File: config.mk
export PLATFORM = sky130hd
export DESIGN_NAME = axil_host_bridge
export DESIGN_NICKNAME = d
export VERILOG_FILES = /design/src/hdl/soc_csr_pkg.sv /design/src/hdl/soc_bus_pkg.sv /design/src/hdl/axil_host_bridge.sv
export VERILOG_INCLUDE_DIRS = /design/src /design/src/hdl
export SDC_FILE = /design/constraint.sdc
export NUM_CORES = 1
export LEC_CHECK = 0
export BUFFER_PORTS_ARGS = -buffer_cell sky130_fd_sc_hd__buf_2
export CAP_MARGIN = 5
export CORE_AREA = 2 2 117 119
export DETAILED_ROUTE_END_ITERATION = 16
export DIE_AREA = 0 0 119 121
export GPL_ROUTABILITY_DRIVEN = 0
export GPL_TIMING_DRIVEN = 0
export PLACE_DENSITY = 0.75
export SLEW_MARGIN = 15
export SYNTH_ARGS = -nofsm -noshare
export SYNTH_HDL_FRONTEND = slang
export SYNTH_SLANG_ARGS = --single-unit
export TNS_END_PERCENT = 20
File: constraint.sdc
create_clock -name sys_clk -period 8.9 [get_ports sys_clk]
set_input_delay 1.78 -clock sys_clk [delete_from_list [all_inputs] [get_ports sys_clk]]
set_output_delay 1.78 -clock sys_clk [all_outputs]
set_load 0.01 [all_outputs]
File: src/hdl/soc_config.svh
// Build constants for the video SoC core: memory size, reset hold, ID, address map
`ifndef SOC_CONFIG_SVH
`define SOC_CONFIG_SVH

// Frame RAM word-address width, 1024 words
`define MEM_AW 10

// Core reset hold time in sys_clk cycles
`define RST_HOLD 16

// Value returned by the system controller ID register
`define SYSTEM_ID 32'h4D4F4E45

// AXI address bit that selects the CSR region over memory
`define CSR_REGION_BIT 16

`endif
File: src/hdl/soc_csr_pkg.sv
// CSR bus address map: block selects and register indices of each peer
package soc_csr_pkg;

	// Block field, CSR address bits 5:2
	typedef enum logic [3:0] {
		SYSCTL = 4'd1,
		FETCH  = 4'd3
	} csr_block_e;

	typedef enum logic [1:0] {
		GPIO_IN    = 2'd0,
		GPIO_OUT   = 2'd1,
		SYSTEM_ID  = 2'd2,
		SOFT_RESET = 2'd3
	} sysctl_reg_e;

	typedef enum logic [1:0] {
		BASE  = 2'd0,
		COUNT = 2'd1,
		CTRL  = 2'd2
	} fetch_reg_e;

	// Block in bits 5:2, register in bits 1:0
	typedef logic [5:0] csr_addr_t;

endpackage

File: src/hdl/soc_bus_pkg.sv
// Bus types shared by the host bridge, the memory arbiter, the RAM and the fetch engine
`include "soc_config.svh"

package soc_bus_pkg;

	typedef logic [31:0] word_t;
	typedef logic [3:0] strb_t;
	typedef logic [`MEM_AW-1:0] mem_addr_t;

	// AXI4-Lite response codes in use
	typedef enum logic [1:0] {
		OKAY   = 2'b00,
		DECERR = 2'b11
	} axi_resp_e;

	// Host bridge transaction states
	typedef enum logic [2:0] {
		BR_IDLE,
		BR_MEM_WAIT,
		BR_CSR_WAIT,
		BR_RESP_W,
		BR_RESP_R
	} bridge_state_e;

	// Scan-out states
	typedef enum logic [1:0] {
		FE_IDLE,
		FE_REQ,
		FE_HOLD
	} fetch_state_e;

endpackage

File: src/hdl/axil_host_bridge.sv
// AXI4-Lite slave that turns host accesses into frame memory requests or CSR cycles
`timescale 1ns/10ps
`include "soc_config.svh"

module axil_host_bridge (
	input  logic                    sys_clk,
	input  logic                    sys_rst_i,
	// AXI4-Lite slave
	input  logic [31:0]             awaddr_i,
	input  logic                    awvalid_i,
	output logic                    awready_o,
	input  soc_bus_pkg::word_t      wdata_i,
	input  soc_bus_pkg::strb_t      wstrb_i,
	input  logic                    wvalid_i,
	output logic                    wready_o,
	output soc_bus_pkg::axi_resp_e  bresp_o,
	output logic                    bvalid_o,
	input  logic                    bready_i,
	input  logic [31:0]             araddr_i,
	input  logic                    arvalid_i,
	output logic                    arready_o,
	output soc_bus_pkg::word_t      rdata_o,
	output soc_bus_pkg::axi_resp_e  rresp_o,
	output logic                    rvalid_o,
	input  logic                    rready_i,
	// Frame memory master
	output logic                    mem_req_o,
	output logic                    mem_we_o,
	output soc_bus_pkg::mem_addr_t  mem_addr_o,
	output soc_bus_pkg::strb_t      mem_strb_o,
	output soc_bus_pkg::word_t      mem_wdata_o,
	input  logic                    mem_ack_i,
	input  soc_bus_pkg::word_t      mem_rdata_i,
	// CSR master
	output soc_csr_pkg::csr_addr_t  csr_a_o,
	output logic                    csr_we_o,
	output soc_bus_pkg::word_t      csr_dw_o,
	input  soc_bus_pkg::word_t      csr_dr_i
);

	soc_bus_pkg::bridge_state_e state_q;
	logic        csr_wait_q;
	logic [31:0] hs_addr;
	logic        hs_csr;
	logic        hs_bad;

	// Address of whichever channel completes its handshake
	assign hs_addr = awready_o ? awaddr_i : araddr_i;
	assign hs_csr  = hs_addr[`CSR_REGION_BIT];
	// Memory region bits above the RAM must be zero
	assign hs_bad  = (hs_addr[`CSR_REGION_BIT-1:`MEM_AW+2] != '0);

	always_ff @(posedge sys_clk) begin
		if (sys_rst_i) begin
			state_q   <= soc_bus_pkg::BR_IDLE;
			awready_o <= 1'b0;
			wready_o  <= 1'b0;
			arready_o <= 1'b0;
			bvalid_o  <= 1'b0;
			rvalid_o  <= 1'b0;
			mem_req_o <= 1'b0;
			csr_we_o  <= 1'b0;
		end else begin
			case (state_q)
				// --------------------------------------------------
				// Accept one transaction, writes first
				// --------------------------------------------------
				soc_bus_pkg::BR_IDLE: begin
					if (awready_o || arready_o) begin
						awready_o   <= 1'b0;
						wready_o    <= 1'b0;
						arready_o   <= 1'b0;
						mem_we_o    <= awready_o;
						mem_addr_o  <= hs_addr[`MEM_AW+1:2];
						mem_strb_o  <= wstrb_i;
						mem_wdata_o <= wdata_i;
						csr_a_o     <= hs_addr[7:2];
						csr_dw_o    <= wdata_i;
						csr_wait_q  <= 1'b0;
						if (hs_csr) begin
							csr_we_o <= awready_o;
							state_q  <= soc_bus_pkg::BR_CSR_WAIT;
						end else if (hs_bad && awready_o) begin
							bresp_o  <= soc_bus_pkg::DECERR;
							bvalid_o <= 1'b1;
							state_q  <= soc_bus_pkg::BR_RESP_W;
						end else if (hs_bad) begin
							rresp_o  <= soc_bus_pkg::DECERR;
							rdata_o  <= '0;
							rvalid_o <= 1'b1;
							state_q  <= soc_bus_pkg::BR_RESP_R;
						end else begin
							mem_req_o <= 1'b1;
							state_q   <= soc_bus_pkg::BR_MEM_WAIT;
						end
					end else if (awvalid_i && wvalid_i) begin
						awready_o <= 1'b1;
						wready_o  <= 1'b1;
					end else if (arvalid_i) begin
						arready_o <= 1'b1;
					end
				end
				soc_bus_pkg::BR_MEM_WAIT: begin
					if (mem_ack_i) begin
						mem_req_o <= 1'b0;
						if (mem_we_o) begin
							bresp_o  <= soc_bus_pkg::OKAY;
							bvalid_o <= 1'b1;
							state_q  <= soc_bus_pkg::BR_RESP_W;
						end else begin
							rdata_o  <= mem_rdata_i;
							rresp_o  <= soc_bus_pkg::OKAY;
							rvalid_o <= 1'b1;
							state_q  <= soc_bus_pkg::BR_RESP_R;
						end
					end
				end
				// Writes finish after one cycle, reads wait for the peer data
				soc_bus_pkg::BR_CSR_WAIT: begin
					csr_we_o <= 1'b0;
					if (mem_we_o) begin
						bresp_o  <= soc_bus_pkg::OKAY;
						bvalid_o <= 1'b1;
						state_q  <= soc_bus_pkg::BR_RESP_W;
					end else if (csr_wait_q) begin
						rdata_o  <= csr_dr_i;
						rresp_o  <= soc_bus_pkg::OKAY;
						rvalid_o <= 1'b1;
						state_q  <= soc_bus_pkg::BR_RESP_R;
					end else begin
						csr_wait_q <= 1'b1;
					end
				end
				// --------------------------------------------------
				// Hold the response until the host takes it
				// --------------------------------------------------
				soc_bus_pkg::BR_RESP_W: begin
					if (bready_i) begin
						bvalid_o <= 1'b0;
						state_q  <= soc_bus_pkg::BR_IDLE;
					end
				end
				soc_bus_pkg::BR_RESP_R: begin
					if (rready_i) begin
						rvalid_o <= 1'b0;
						state_q  <= soc_bus_pkg::BR_IDLE;
					end
				end
				default: state_q <= soc_bus_pkg::BR_IDLE;
			endcase
		end
	end

endmodule

Word level (Yosys, flattened, before mapping)
Cells that the tools add are included.
{ "classes": {"n_eq_ne": 19, "mux": 69, "bitwise": 1, "reduce_logical": 23} }
{ "ops": {"columns": ["op", "count"], "rows": [
  ["$mux W32", 8],
  ["$pmux W32 S3", 1],
  ["$mux W3", 10],
  ["$mux W1", 28],
  ["$ne A2 B2 Y1 const B", 14],
  ["$mux W2", 13],
  ["$reduce_and A10 Y1", 2],
  ["$reduce_and A6 Y1", 3],
  ["$mux W17", 1],
  ["$pmux W3 S5", 1],
  ["$pmux W2 S3", 2],
  ["$reduce_bool A4 Y1", 3],
  ["$reduce_and A3 Y1", 3],
  ["$pmux W1 S4", 2],
  ["$reduce_bool A2 Y1", 4],
  ["$eq A3 B2 Y1 const B", 2],
  ["$pmux W1 S2", 3],
  ["$reduce_and A5 Y1", 1],
  ["$reduce_and A4 Y1", 1],
  ["$eq A3 B1 Y1 const B", 1],
  ["$eq A3 B3 Y1 const B", 1],
  ["$logic_not A3 Y1", 1],
  ["$ne A3 B3 Y1 const B", 1],
  ["$reduce_bool A3 Y1", 1],
  ["other kinds (4)", 5]
]} }
{ "word_totals": {"reg_bits": 99, "input_bits": 172, "output_inout_bits": 128} }

Logic depth before layout (Yosys ltp)
Gate-level depths: netlist (run 1).
{ "depth": {"depth_word": 7, "ltp_mapped": 6, "depth_no_buf": 4} }

Least setup slack after synthesis (run 1)
OpenSTA, ideal clock, no wires.
{ "synth_timing": {"path_kind": "input port to flip-flop", "from": "input sys_rst_i", "to": "register csr_dw_o[0], enable pin", "arrival_ns": 5.222, "required_ns": 8.390, "path_slack_ns": 3.168, "cell_stages": 2, "n_path_buf": 1, "path_cell_list": "clkbuf_1 -> nor3_1"} }
{ "synth_between": {"elab_chain_len": 2} }
{ "synth_lines": {"columns": ["element", "line", "text"], "rows": [
  ["start, declared", "axil_host_bridge.sv:7", "input logic sys_rst_i,"],
  ["$not A1 Y1 (no line)", null, null],
  ["$reduce_and A3 Y1 (no line)", null, null],
  ["end signal, assigned", "axil_host_bridge.sv:78", "csr_dw_o <= wdata_i;"],
  ["end, declared", "axil_host_bridge.sv:37", "output soc_bus_pkg::word_t csr_dw_o,"]
]} }
Every way passes these cells.
A chain may end at the register's enable or synchronous reset.

Worst setup path after layout (run 1)
{ "layout_timing": {"from": "input araddr_i[12]", "to": "register rdata_o[26], enable pin"} }
{ "layout_between": {"elab_chain_len": 5, "word_cells_on_any_way": 6, "classes_between": "2 x eq/ne; 1 x mux; 3 x reduce/logical"} }
{ "layout_lines": {"columns": ["element", "line", "text"], "rows": [
  ["start, declared", "axil_host_bridge.sv:19", "input logic [31:0] araddr_i,"],
  ["$mux W17 (*)", "axil_host_bridge.sv:48", "assign hs_addr = awready_o ? awaddr_i : araddr_i;"],
  ["$reduce_bool A4 Y1 (*)", "axil_host_bridge.sv:51", "assign hs_bad = (hs_addr[`CSR_REGION_BIT-1:`MEM_AW+2] != '0);"],
  ["$logic_and A1 B1 Y1", "axil_host_bridge.sv:83", "end else if (hs_bad && awready_o) begin"],
  ["$ne A2 B2 Y1 (no line)", null, null],
  ["$reduce_and A10 Y1 (no line) (*)", null, null],
  ["end signal, assigned", "axil_host_bridge.sv:111", "rdata_o <= mem_rdata_i;"],
  ["end signal, assigned", "axil_host_bridge.sv:126", "rdata_o <= csr_dr_i;"],
  ["end, declared", "axil_host_bridge.sv:22", "output soc_bus_pkg::word_t rdata_o,"]
]} }
Mark *: on every way between the ends. The rest lies on a longest branch, timed or not.

==> out/results.env, run 1 <==
SETUP.WORST_PATH.CLASS='in -> reg'
RELATIVE_SLEW_SLACK=0.471
DIE_W_UM=119
SYNTH_SEQ_CELLS=92
GRT_PASS1_WL_UM=16800
POWER.DENSITY_CELL_AREA_nW_PER_UM2=207
FIRSTDRTPASSITERS=4
ANTENNA-DIODE-COUNT=0
CORE_AREA_UM2=13100
HOLD_VIOLATIONS=0
FIN_HOLD_WS_NS=0.462
TIMING_MAX_TRANSITION_VIOLATIONS_FINAL=0
SYNTH-WARNING-COUNT=0
FILLCELLCOUNT=1188
FINALSETUPTNS_NS=0
ANTENNA_FOUND_INITIAL=0
YOSYSUNIQUECELLTYPES=41
WORST-SLEW-PIN-TRANSITION_NS=0.784
WORSTSKEWPAIRLATENCY_NS=0.33
TRACK_USAGE=0.151
FINAL.PERIOD_UTILIZATION=0.373
NUMBER_OF_NETS_PRODUCED_BY_SYNTHESIS=444
GLOBALROUTE.TOTALOVERFLOW=0
FINAL_LAYOUT_SIZE_SUFFIX_GT1_FRAC=0.637
CLOCK_TREE.HTREE_LEVEL_COUNT=3
CLOCK_TREE.ROOT_CELL='clkbuf_16'
DRC=0
WORST_IR_DROP_VDD_uV=91.2
START_UTIL=0.301
MIN_PERIOD_NS=3.32
MOSTFREQUENTLAYOUTCELL='buf_2'
DRTITER0DRC=212
HOLD_PATH_CLASS='reg -> reg'
DIE-AREA_UM2=14400
TIMING.CRITICAL_PATH.FROM_TYPE='input port'
GRT_START_MAX_NET_PINS=30
FLOORPLAN.IO_PINS=300
DIE-HEIGHT_UM=121
END_KIND='flop'
CRITICAL_PATH.MAX_STAGE_DELAY_NS=0.55
TRITONCTS.NUM_BUFFERS=9
POST_CTS.RESIZED_INSTANCES=0
TRITONCTS_NUM_SINKS=92
CP_CELL_SEQUENCE='buf_2, nor4_1, nor4b_1, o21ai_0, nor2_4, buf_12'
NUMBER_OF_GLOBAL_ROUTE_VIAS_BEFORE_REPAIR=3190
TRITONCTS_CLOCK_TREE='done'
MAX-CLOCK-PATH-BUFFERS=2
ROUTE.VIAS.TOTAL=3353
POST-PLACE-CELLS=717
ACHIEVABLE-FREQUENCY_MHz=301
ROUTED_WIRE_LENGTH_PER_INSTANCE_UM=15.4
LAYOUT_COMMON_CELLS='buf_2 (275), edfxtp_1 (83), buf_4 (44)'
DRT-TOTAL-WL_UM=11200
CELLLEAKAGEPOWER_nW=2.62
RUN_STATUS='finished clean'
SYNTHCELLS=272
FINAL-INSTANCE-COUNT-EXCL-FILL=732
DPL_HPWL_UM=9050
SYN-CELL-AREA_UM2=3940
CLOCK-SKEW-FINAL_NS=0.00477
AREAGROWTHSYNTHTOFINISH_PCT=49.0
SYNTH_SEQUENTIAL_AREA_RATIO=0.678
POSTROUTEANTENNANETS=0
ROUTED_VIA_DENSITY=4.58
HOLD_PATH_DEPTH=2
REG2REGPATHDEPTH=6
BUFFER_PORTS.INSERTED=264
FP-ROW-COUNT=42
GRT_SETUP_UNREPAIRED='no'
CRIT_FANOUT=29
CRITICAL-PATH-SLOWEST-CELL='nor4_1'
CTSHOLDBUFFERS=0
TIMING.MAX_CAP.VIOLATIONS=0
WORST_SETUP_HOLD_PATH_CLK_SLEW_NS=0.06
SETUP_VIOL=0
FINISH.UTILIZATION=0.449
CTS_POST_SETUP_BUFFERS_INSERTED=0
AVGSYNTHCELLAREA_UM2=14.5
NETS=724
CRIT_ARRIVAL_NS=3.40
REQUIRED_NS=8.98
## sequential cells by signal (all words and copies together), names as in the netlist, 2 cells and up
register    cells
mem_addr_o     10
mem_strb_o      4
state_q         3
csr_dw_o       32
rdata_o        32
bresp_o         2
## cells by family (layout without fill, tap and decap cells)
logic type             count (synthesis)  in the layout  share of synthesized area
AO/OA/AOI/OAI                         63             63                      0.127
XOR/XNOR                               1              1                    0.00222
buffers and inverters                 63            347                      0.105
flip-flops                            92             92                      0.678
multiplexers                          12             12                     0.0340
AND/OR/NAND/NOR                       41             41                     0.0537
## synth_stat cells
cell type | instances | area (um^2)
nand3_1 | 5 | 25.0
dfxtp_1 | 9 | 180
nand4_1 | 2 | 12.5
edfxtp_1 | 83 | 2490
o22ai_1 | 3 | 18.8
and2_1 | 1 | 6.26
nor4b_1 | 1 | 8.76
o31a_1 | 1 | 8.76
a21oi_1 | 7 | 35.0
buf_2 | 11 | 55.1
o32ai_1 | 1 | 8.76
o211ai_1 | 1 | 7.51
or3b_1 | 1 | 8.76
nand2b_1 | 1 | 6.26
a21boi_1 | 1 | 7.51
nor3b_1 | 1 | 7.51
nor3_2 | 1 | 10.0
inv_1 | 8 | 30.0
nor2_1 | 9 | 33.8
mux2_2 | 11 | 124
nand2_1 | 11 | 41.3
o31ai_1 | 1 | 7.51
xnor2_1 | 1 | 8.76
nor3b_2 | 1 | 12.5
a211oi_1 | 1 | 7.51
o311ai_0 | 1 | 8.76
a22o_1 | 32 | 280
buf_6 | 1 | 11.3
a31oi_1 | 3 | 18.8
or3_1 | 1 | 6.26
mux2i_1 | 1 | 10.0
o21ai_0 | 3 | 15.0
buf_4 | 42 | 315
nor4_1 | 2 | 12.5
nor3_1 | 4 | 20.0
o41ai_1 | 1 | 8.76
o2111ai_1 | 3 | 26.3
a32oi_1 | 2 | 17.5
a2111oi_2 | 1 | 15.0
clkbuf_1 | 1 | 3.75
o21a_1 | 1 | 7.51
## routing by layer
metal / track usage / vias to the layer above / part of all wire / wire, um
met2: 0.274 / 178 / 0.54 / 6070
li1: - / 1572 / - / -
met4: 0.0491 / 0 / 0.016 / 175
met5: 0 / - / 0 / 0
met1: 0.178 / 1586 / 0.38 / 4250
met3: 0.0338 / 17 / 0.067 / 753
## through the flow
step,setup WS (ns),cell area [um^2],total power [mW]
2_1_floorplan,3.17,3940,0.702
3_3_place_gp,1.78,5480,0.809
3_5_place_dp,5.24,5550,0.822
4_1_cts,5.60,5870,1.23
5_1_grt,5.45,5870,1.27
6_report,5.58,5870,1.22
## power by group
part	internal, mW	total [mW]	switching, mW
clock	0.248	0.408	0.160
sequential	0.527	0.546	0.0188
combinational	0.123	0.266	0.143
## worst paths after layout
check,from,end,slack (ns)
max,araddr_i[12],rdata_o[26]$_DFFE_PP_,5.58
min,mem_req_o$_SDFFE_PP0P_,mem_req_o$_SDFFE_PP0P_,0.46
max reg2reg,state_q[0]$_SDFFE_PP0P_,csr_dw_o[23]$_DFFE_PP_,6.44
min reg2reg,mem_req_o$_SDFFE_PP0P_,mem_req_o$_SDFFE_PP0P_,0.46
## final cells by class
cell class	instances	area, um^2	share of cell area
Sequential cell	92	2670	0.455
Timing Repair Buffer	269	1380	0.235
Multi-Input combinational cell	117	866	0.147
Buffer	55	385	0.0656
Clock buffer	9	225	0.0383
Tap cell	176	220	0.0375
Clock inverter	6	96.3	0.0164
Inverter	8	30.0	0.00511
## critical path, delay by kind of cell
kind	cells	cell delay [ns]
AOI/OAI and AO/OA	1	0.53
buffers and inverters	2	0.30
and+or+nand+nor	3	0.78
No activity file was read; power rests on OpenSTA's default activity.
==> run 2, diff against run 1 <==
Settings changed: CORE_AREA 2 2 117 119 to 2 2 118 120, DIE_AREA 0 0 119 121 to 0 0 120 122, PLACE_DENSITY 0.75 to 0.77.
Clock period 8.9 ns to 3 ns, I/O delays scaled along.
==> run 2 against run 1 <==
Effect of this change:
- global-route usage shrank 1.1 points
- critical path depth did not move
- sequential cell count stayed put
- combinational power grew to 3.0 times the previous value
- setup slack lost 5.0 ns
- register-to-register slack got worse by 5.8 ns
- final area grew 0.32%
- total power rose to 3.0 times the previous value
- sequential power rose to 3.0 times the previous value
- clock skew rose by 0.0052 ns
- critical endpoint is now csr_dw_o[1]$_DFFE_PP_
- largest cell class unchanged
- largest power group unchanged
==> out/results.env, run 2 (synthesis gave the netlist of run 1 again) <==
REG.LARGEST.LIST='csr_dw_o: 32 flops, rdata_o: 32 flops, mem_addr_o: 10 flops'
POSTROUTEANTENNANETS=0
POST_CTS.RESIZED_INSTANCES=0
END_KIND='flop'
MET2_WIRELENGTH_UM=5940
DRC=0
GLOBALROUTE.TOTALOVERFLOW=0
HOLD_PATH_CLASS='in -> reg'
CLOCK_TREE.HTREE_LEVEL_COUNT=3
GRT_SETUP_UNREPAIRED='no'
FINISH.UTILIZATION=0.436
CORE_AREA_UM2=13500
TRACK_USAGE=0.140
WORST_IR_DROP_VDD_uV=231
ROUTE.VIAS.TOTAL=3239
TIMING.MAX_CAP.VIOLATIONS=0
DIE_W_UM=120
DRTITER0DRC=132
RUN_STATUS='finished clean'
ROUTED_VIA_DENSITY=4.41
CRITICAL_PATH.MAX_STAGE_DELAY_NS=0.58
FP-ROW-COUNT=43
CLOCK-SKEW-FINAL_NS=0.00998
ROUTED_WIRE_LENGTH_PER_INSTANCE_UM=14.9
CRITICAL-PATH-SLOWEST-CELL='nor3_4'
MIN_PERIOD_NS=2.40
TRITONCTS.NUM_BUFFERS=9
NETS=722
CTS_POST_SETUP_BUFFERS_INSERTED=0
WORST_SETUP_HOLD_PATH_CLK_SLEW_NS=0.07
START_UTIL=0.292
CTSHOLDBUFFERS=0
CRIT_ARRIVAL_NS=2.44
P_TOTAL_mW=3.63
MOSTFREQUENTLAYOUTCELL='buf_2'
REQUIRED_NS=3.04
CP_CELL_SEQUENCE='buf_4, buf_2, or3_1, nor3_4, buf_8, buf_16'
DIE-HEIGHT_UM=122
CLOCK_TREE.ROOT_CELL='clkbuf_16'
FINAL.PERIOD_UTILIZATION=0.800
CRITPATHTOPFAMILY='simple AND/OR/NAND/NOR gates'
RELATIVE_SLEW_SLACK=0.518
MET3_LENGTH_UM=688
SETUP_WS_NS=0.600
DIE-AREA_UM2=14600
FINAL_LAYOUT_SIZE_SUFFIX_GT1_FRAC=0.634
FIN_HOLD_WS_NS=0.435
BUFFER_PORTS.INSERTED=264
ANTENNA_FOUND_INITIAL=0
MAXUSEDROUTINGLAYER='met4'
SETUP.WORST_PATH.CLASS='reg -> reg'
DRT-TOTAL-WL_UM=11000
HOLD_VIOLATIONS=0
POWER.DENSITY_CELL_AREA_nW_PER_UM2=616
ACHIEVABLE-FREQUENCY_MHz=417
WORST-SLEW-PIN-TRANSITION_NS=0.720
NUMBER_OF_GLOBAL_ROUTE_VIAS_BEFORE_REPAIR=2898
MAX-CLOCK-PATH-BUFFERS=2
DPL_HPWL_UM=8790
CRIT_FANOUT=19
TRITONCTS_NUM_SINKS=92
FLOORPLAN.IO_PINS=300
TRITONCTS_CLOCK_TREE='done'
FIRSTDRTPASSITERS=4
SETUP_VIOL=0
TIMING.CRITICAL_PATH.FROM_TYPE='flop'
GRT_START_MAX_NET_PINS=32
CRITICAL_PATH_BUF_INV_COUNT=4
ANTENNA-DIODE-COUNT=0
WL_MET1_UM=4200
TIMING_MAX_TRANSITION_VIOLATIONS_FINAL=0
AREAGROWTHSYNTHTOFINISH_PCT=49.5
LAYOUT_COMMON_CELLS='buf_2 (275), edfxtp_1 (83), buf_4 (42)'
GRT_PASS1_WL_UM=15500
CELLLEAKAGEPOWER_nW=2.62
DETAILEDPLACE.WORSTSLACK_NS=0.591
WORSTSKEWPAIRLATENCY_NS=0.33
run 2: cell types whose count changed in the layout (fill, tap and decap cells not counted), sizes merged:
cell      delta
clkinvlp     -1
clkbuf       +1
clkinv       +1
buf          -2
run 2: per-stage QoR:
step	cells	area, um^2	setup TNS (ns)
after global routing	735	5890	0
after floorplan	272	3950	0
final	735	5890	0
after detailed placement	719	5570	0
after CTS	735	5890	0
after global placement	716	5500	-25.83
run 2: area by class of cell:
class / count / area, um^2
well taps: 180 / 225
multi-input cells: 117 / 872
repair buffers: 267 / 1380
inverters: 8 / 30.0
clock buffers: 10 / 229
clock inverters: 6 / 95.1
flip-flops and latches: 92 / 2670
fillers: 1267 / 7610
plain buffers: 55 / 385
run 2: metal layers:
metal | GRT usage | vias up
li1 | - | 1566
met1 | 0.157 | 1534
met2 | 0.260 | 130
met3 | 0.0337 | 9
met4 | 0.0507 | 0
met5 | 0 | -
run 2: path summary, 6_finish.rpt:
path                                start               endpoint  slack [ns]  cells after the start
hold reg to reg     rvalid_o$_SDFFE_PP0P_  rvalid_o$_SDFFE_PP0P_        0.46                      2
setup / recovery  state_q[0]$_SDFFE_PP0P_  csr_dw_o[1]$_DFFE_PP_        0.60                      6
hold / removal                 wdata_i[9]  csr_dw_o[9]$_DFFE_PP_        0.44                      1
setup reg to reg  state_q[0]$_SDFFE_PP0P_  csr_dw_o[1]$_DFFE_PP_        0.60                      6
run 2: power breakdown:
part / total [mW] / switching (mW) / leakage (nW) / internal [mW]
Clock: 1.22 / 0.482 / 0.158 / 0.739
Sequential: 1.62 / 0.0560 / 0.828 / 1.56
Combinational: 0.790 / 0.420 / 1.63 / 0.370
Total: 3.63 / 0.958 / 2.62 / 2.67
==> run 3, diff against run 2 <==
Clock period 3 ns to 1.98 ns, I/O delays scaled along.
==> run 3 against run 2 <==
Effect of this change:
- fmax is 27% higher
- clock skew is 0.0025 ns lower
- final cell count is 0.82% higher
- total power is 53% higher
- via count is 2.8% higher
- worst hold slack worse by 0.20 ns
- clock-buffer cell count is 1 lower
- combinational power is 59% higher
- first-iteration DRC count is 23% higher
- critical path depth is 1 lower
- wire length is 5.6% higher
==> out/results.env, run 3 (synthesis gave the netlist of run 1 again) <==
HOLD_PATH_CLASS='in -> reg'
CRIT_ARRIVAL_NS=1.92
DRTITER0DRC=162
CLOCK_TREE.HTREE_LEVEL_COUNT=3
DRT-TOTAL-WL_UM=11600
POSTROUTEANTENNANETS=0
HOLD_PATH_DEPTH=1
WORST-SLEW-PIN-TRANSITION_NS=0.729
DETAILEDPLACE.WORSTSLACK_NS=-0.327
MET2_WIRELENGTH_UM=6030
MIN_PERIOD_NS=1.89
POST-PLACE-CELLS=719
SHARE_CLK_OF_TOTAL_POWER=0.332
HOLDPATHEND='csr_dw_o[10]$_DFFE_PP_'
WORST_IR_DROP_VDD_uV=393
DPL_HPWL_UM=9130
MAX-CLOCK-PATH-BUFFERS=2
TRITONCTS_NUM_SINKS=92
WORST-R2R-SETUP-SLACK_NS=0.09
GRT_SETUP_UNREPAIRED='no'
CORE_AREA_UM2=13500
POST-ROUTE-CELL-AREA_UM2=5980
TRITONCTS.NUM_BUFFERS=9
DIE-HEIGHT_UM=122
P_INT_mW=4.09
WORST_HOLD_STARTPOINT='wdata_i[10]'
WORSTSETUPSTARTPOINT='wready_o$_SDFFE_PP0P_'
CP_CELL_SEQUENCE='clkbuf_4, nor4b_2, o21ai_1, nor2_4, buf_16'
RELATIVE_SLEW_SLACK=0.510
REG2REGPATHDEPTH=5
FINALSETUPTNS_NS=0
ROUTED_VIA_DENSITY=4.49
SETUP_WS_NS=0.0927
WL_MET1_UM=4510
HOLD_VIOLATIONS=0
DIE-AREA_UM2=14600
FINAL.PERIOD_UTILIZATION=0.953
P_TOTAL_mW=5.57
ROUTED_WIRE_LENGTH_PER_INSTANCE_UM=15.6
MOSTFREQUENTLAYOUTCELL='buf_2'
FLOORPLAN.IO_PINS=300
FP-ROW-COUNT=43
ACHIEVABLE-FREQUENCY_MHz=530
NETS=727
NUMBER_OF_GLOBAL_ROUTE_VIAS_BEFORE_REPAIR=3124
P_SEQ_FRAC=0.441
START_UTIL=0.292
AREAGROWTHSYNTHTOFINISH_PCT=51.8
BUFFER_PORTS.INSERTED=264
FIN_HOLD_WS_NS=0.235
ROUTE.VIAS.TOTAL=3330
TIMING.CRITICAL_PATH.FROM_TYPE='flop'
CRIT_FANOUT=22
FIRSTDRTPASSITERS=4
CLOCK-SKEW-FINAL_NS=0.00753
CLOCK_TREE.ROOT_CELL='clkbuf_16'
WORST_SETUP_HOLD_PATH_CLK_SLEW_NS=0.07
SETUP_VIOL=0
WORSTSKEWPAIRLATENCY_NS=0.33
CRITICAL-PATH-SLOWEST-CELL='dfxtp_2'
CELLLEAKAGEPOWER_nW=2.65
DETAILED_PLACE.AREA_UM2=5580
SETUP.WORST_PATH.CLASS='reg -> reg'
DRC=0
END_KIND='flop'
FINISH.UTILIZATION=0.443
POWER.DENSITY_CELL_AREA_nW_PER_UM2=931
REG.LARGEST.LIST='csr_dw_o: 32 flops, rdata_o: 32 flops, mem_addr_o: 10 flops'
TRACK_USAGE=0.150
GRT_PASS1_WL_UM=16500
WORSTREG2REGSTART='wready_o$_SDFFE_PP0P_'
SWSHARE=0.266
DIE_W_UM=120
COMB_POWER_SHARE=0.227
RUN_STATUS='finished clean'
CTSHOLDBUFFERS=0
GRT_START_MAX_NET_PINS=23
LAYOUT_COMMON_CELLS='buf_2 (272), edfxtp_1 (83), buf_4 (45)'
FINAL-INSTANCE-COUNT-EXCL-FILL=741
MET3_LENGTH_UM=787
FILLCELLCOUNT=1233
FINAL_LAYOUT_SIZE_SUFFIX_GT1_FRAC=0.646
CRITICAL_PATH.MAX_STAGE_DELAY_NS=0.38
CRITICAL_PATH_BUF_INV_COUNT=2
SWITCHING_POWER_mW=1.48
ANTENNA_FOUND_INITIAL=2
GLOBALROUTE.TOTALOVERFLOW=0
TIMING.MAX_CAP.VIOLATIONS=0
CAPTURE_POINT_OF_THE_WORST_REG_TO_REG_PATH='rdata_o[26]$_DFFE_PP_'
MAXUSEDROUTINGLAYER='met4'
TIMING_MAX_TRANSITION_VIOLATIONS_FINAL=0
CRITPATHTOPFAMILY='simple AND/OR/NAND/NOR gates'
REQUIRED_NS=2.01
TRITONCTS_CLOCK_TREE='done'
-- run 3: cell types whose count changed in the layout (fill, tap and decap cells not counted), sizes merged --
| cell | change |
|---|---|
| buf | +4 |
| diode | +2 |
| clkinv | -1 |
| inv | +1 |
-- run 3: per-layer routing --
metal  vias to the layer above  global-route usage
li1                       1575                   -
met1                      1572               0.175
met2                       170               0.271
met3                        13              0.0337
met4                         0              0.0529
met5                         -                   0
-- run 3: area by class of cell --
type	instances	area (um^2)	area share
clock buffer	9	225	0.0376
tap	180	225	0.0376
sequential	92	2670	0.447
buffer	55	400	0.0669
inverter	8	30.0	0.00502
clock inverter	6	95.1	0.0159
antenna	2	5.00	0.000836
timing repair buffer	272	1440	0.241
multi-input combinational	117	887	0.148
-- run 3: how the worst max path moves through the flow --
stage	to	slack, ns	cells after the start
global placement	csr_dw_o[13]$_DFFE_PP_	-1.14	3
finish	rdata_o[26]$_DFFE_PP_	0.09	5
detailed placement	rdata_o[17]$_DFFE_PP_	-0.33	6
CTS	rdata_o[26]$_DFFE_PP_	0.009	5
floorplan	csr_dw_o[0]$_DFFE_PP_	-0.55	4
global route	rdata_o[26]$_DFFE_PP_	0.004	5
-- run 3: repair_timing --
item	in CTS	in global routing
gates resized for setup	3	2
setup buffers	5	0
setup endpoints to repair	82	42
cloned	0	0
pin swaps	3	1
-- run 3: power by group through the flow --
| stage | clock (mW) | sequential, mW | combinational (mW) |
|---|---|---|---|
| after detailed placement | 0 | 2.50 | 1.22 |
| after global routing | 1.97 | 2.47 | 1.37 |
| final | 1.85 | 2.46 | 1.26 |
| after CTS | 1.90 | 2.46 | 1.27 |
| after global placement | 0 | 2.50 | 1.16 |
| after floorplan | 0 | 2.57 | 0.599 |
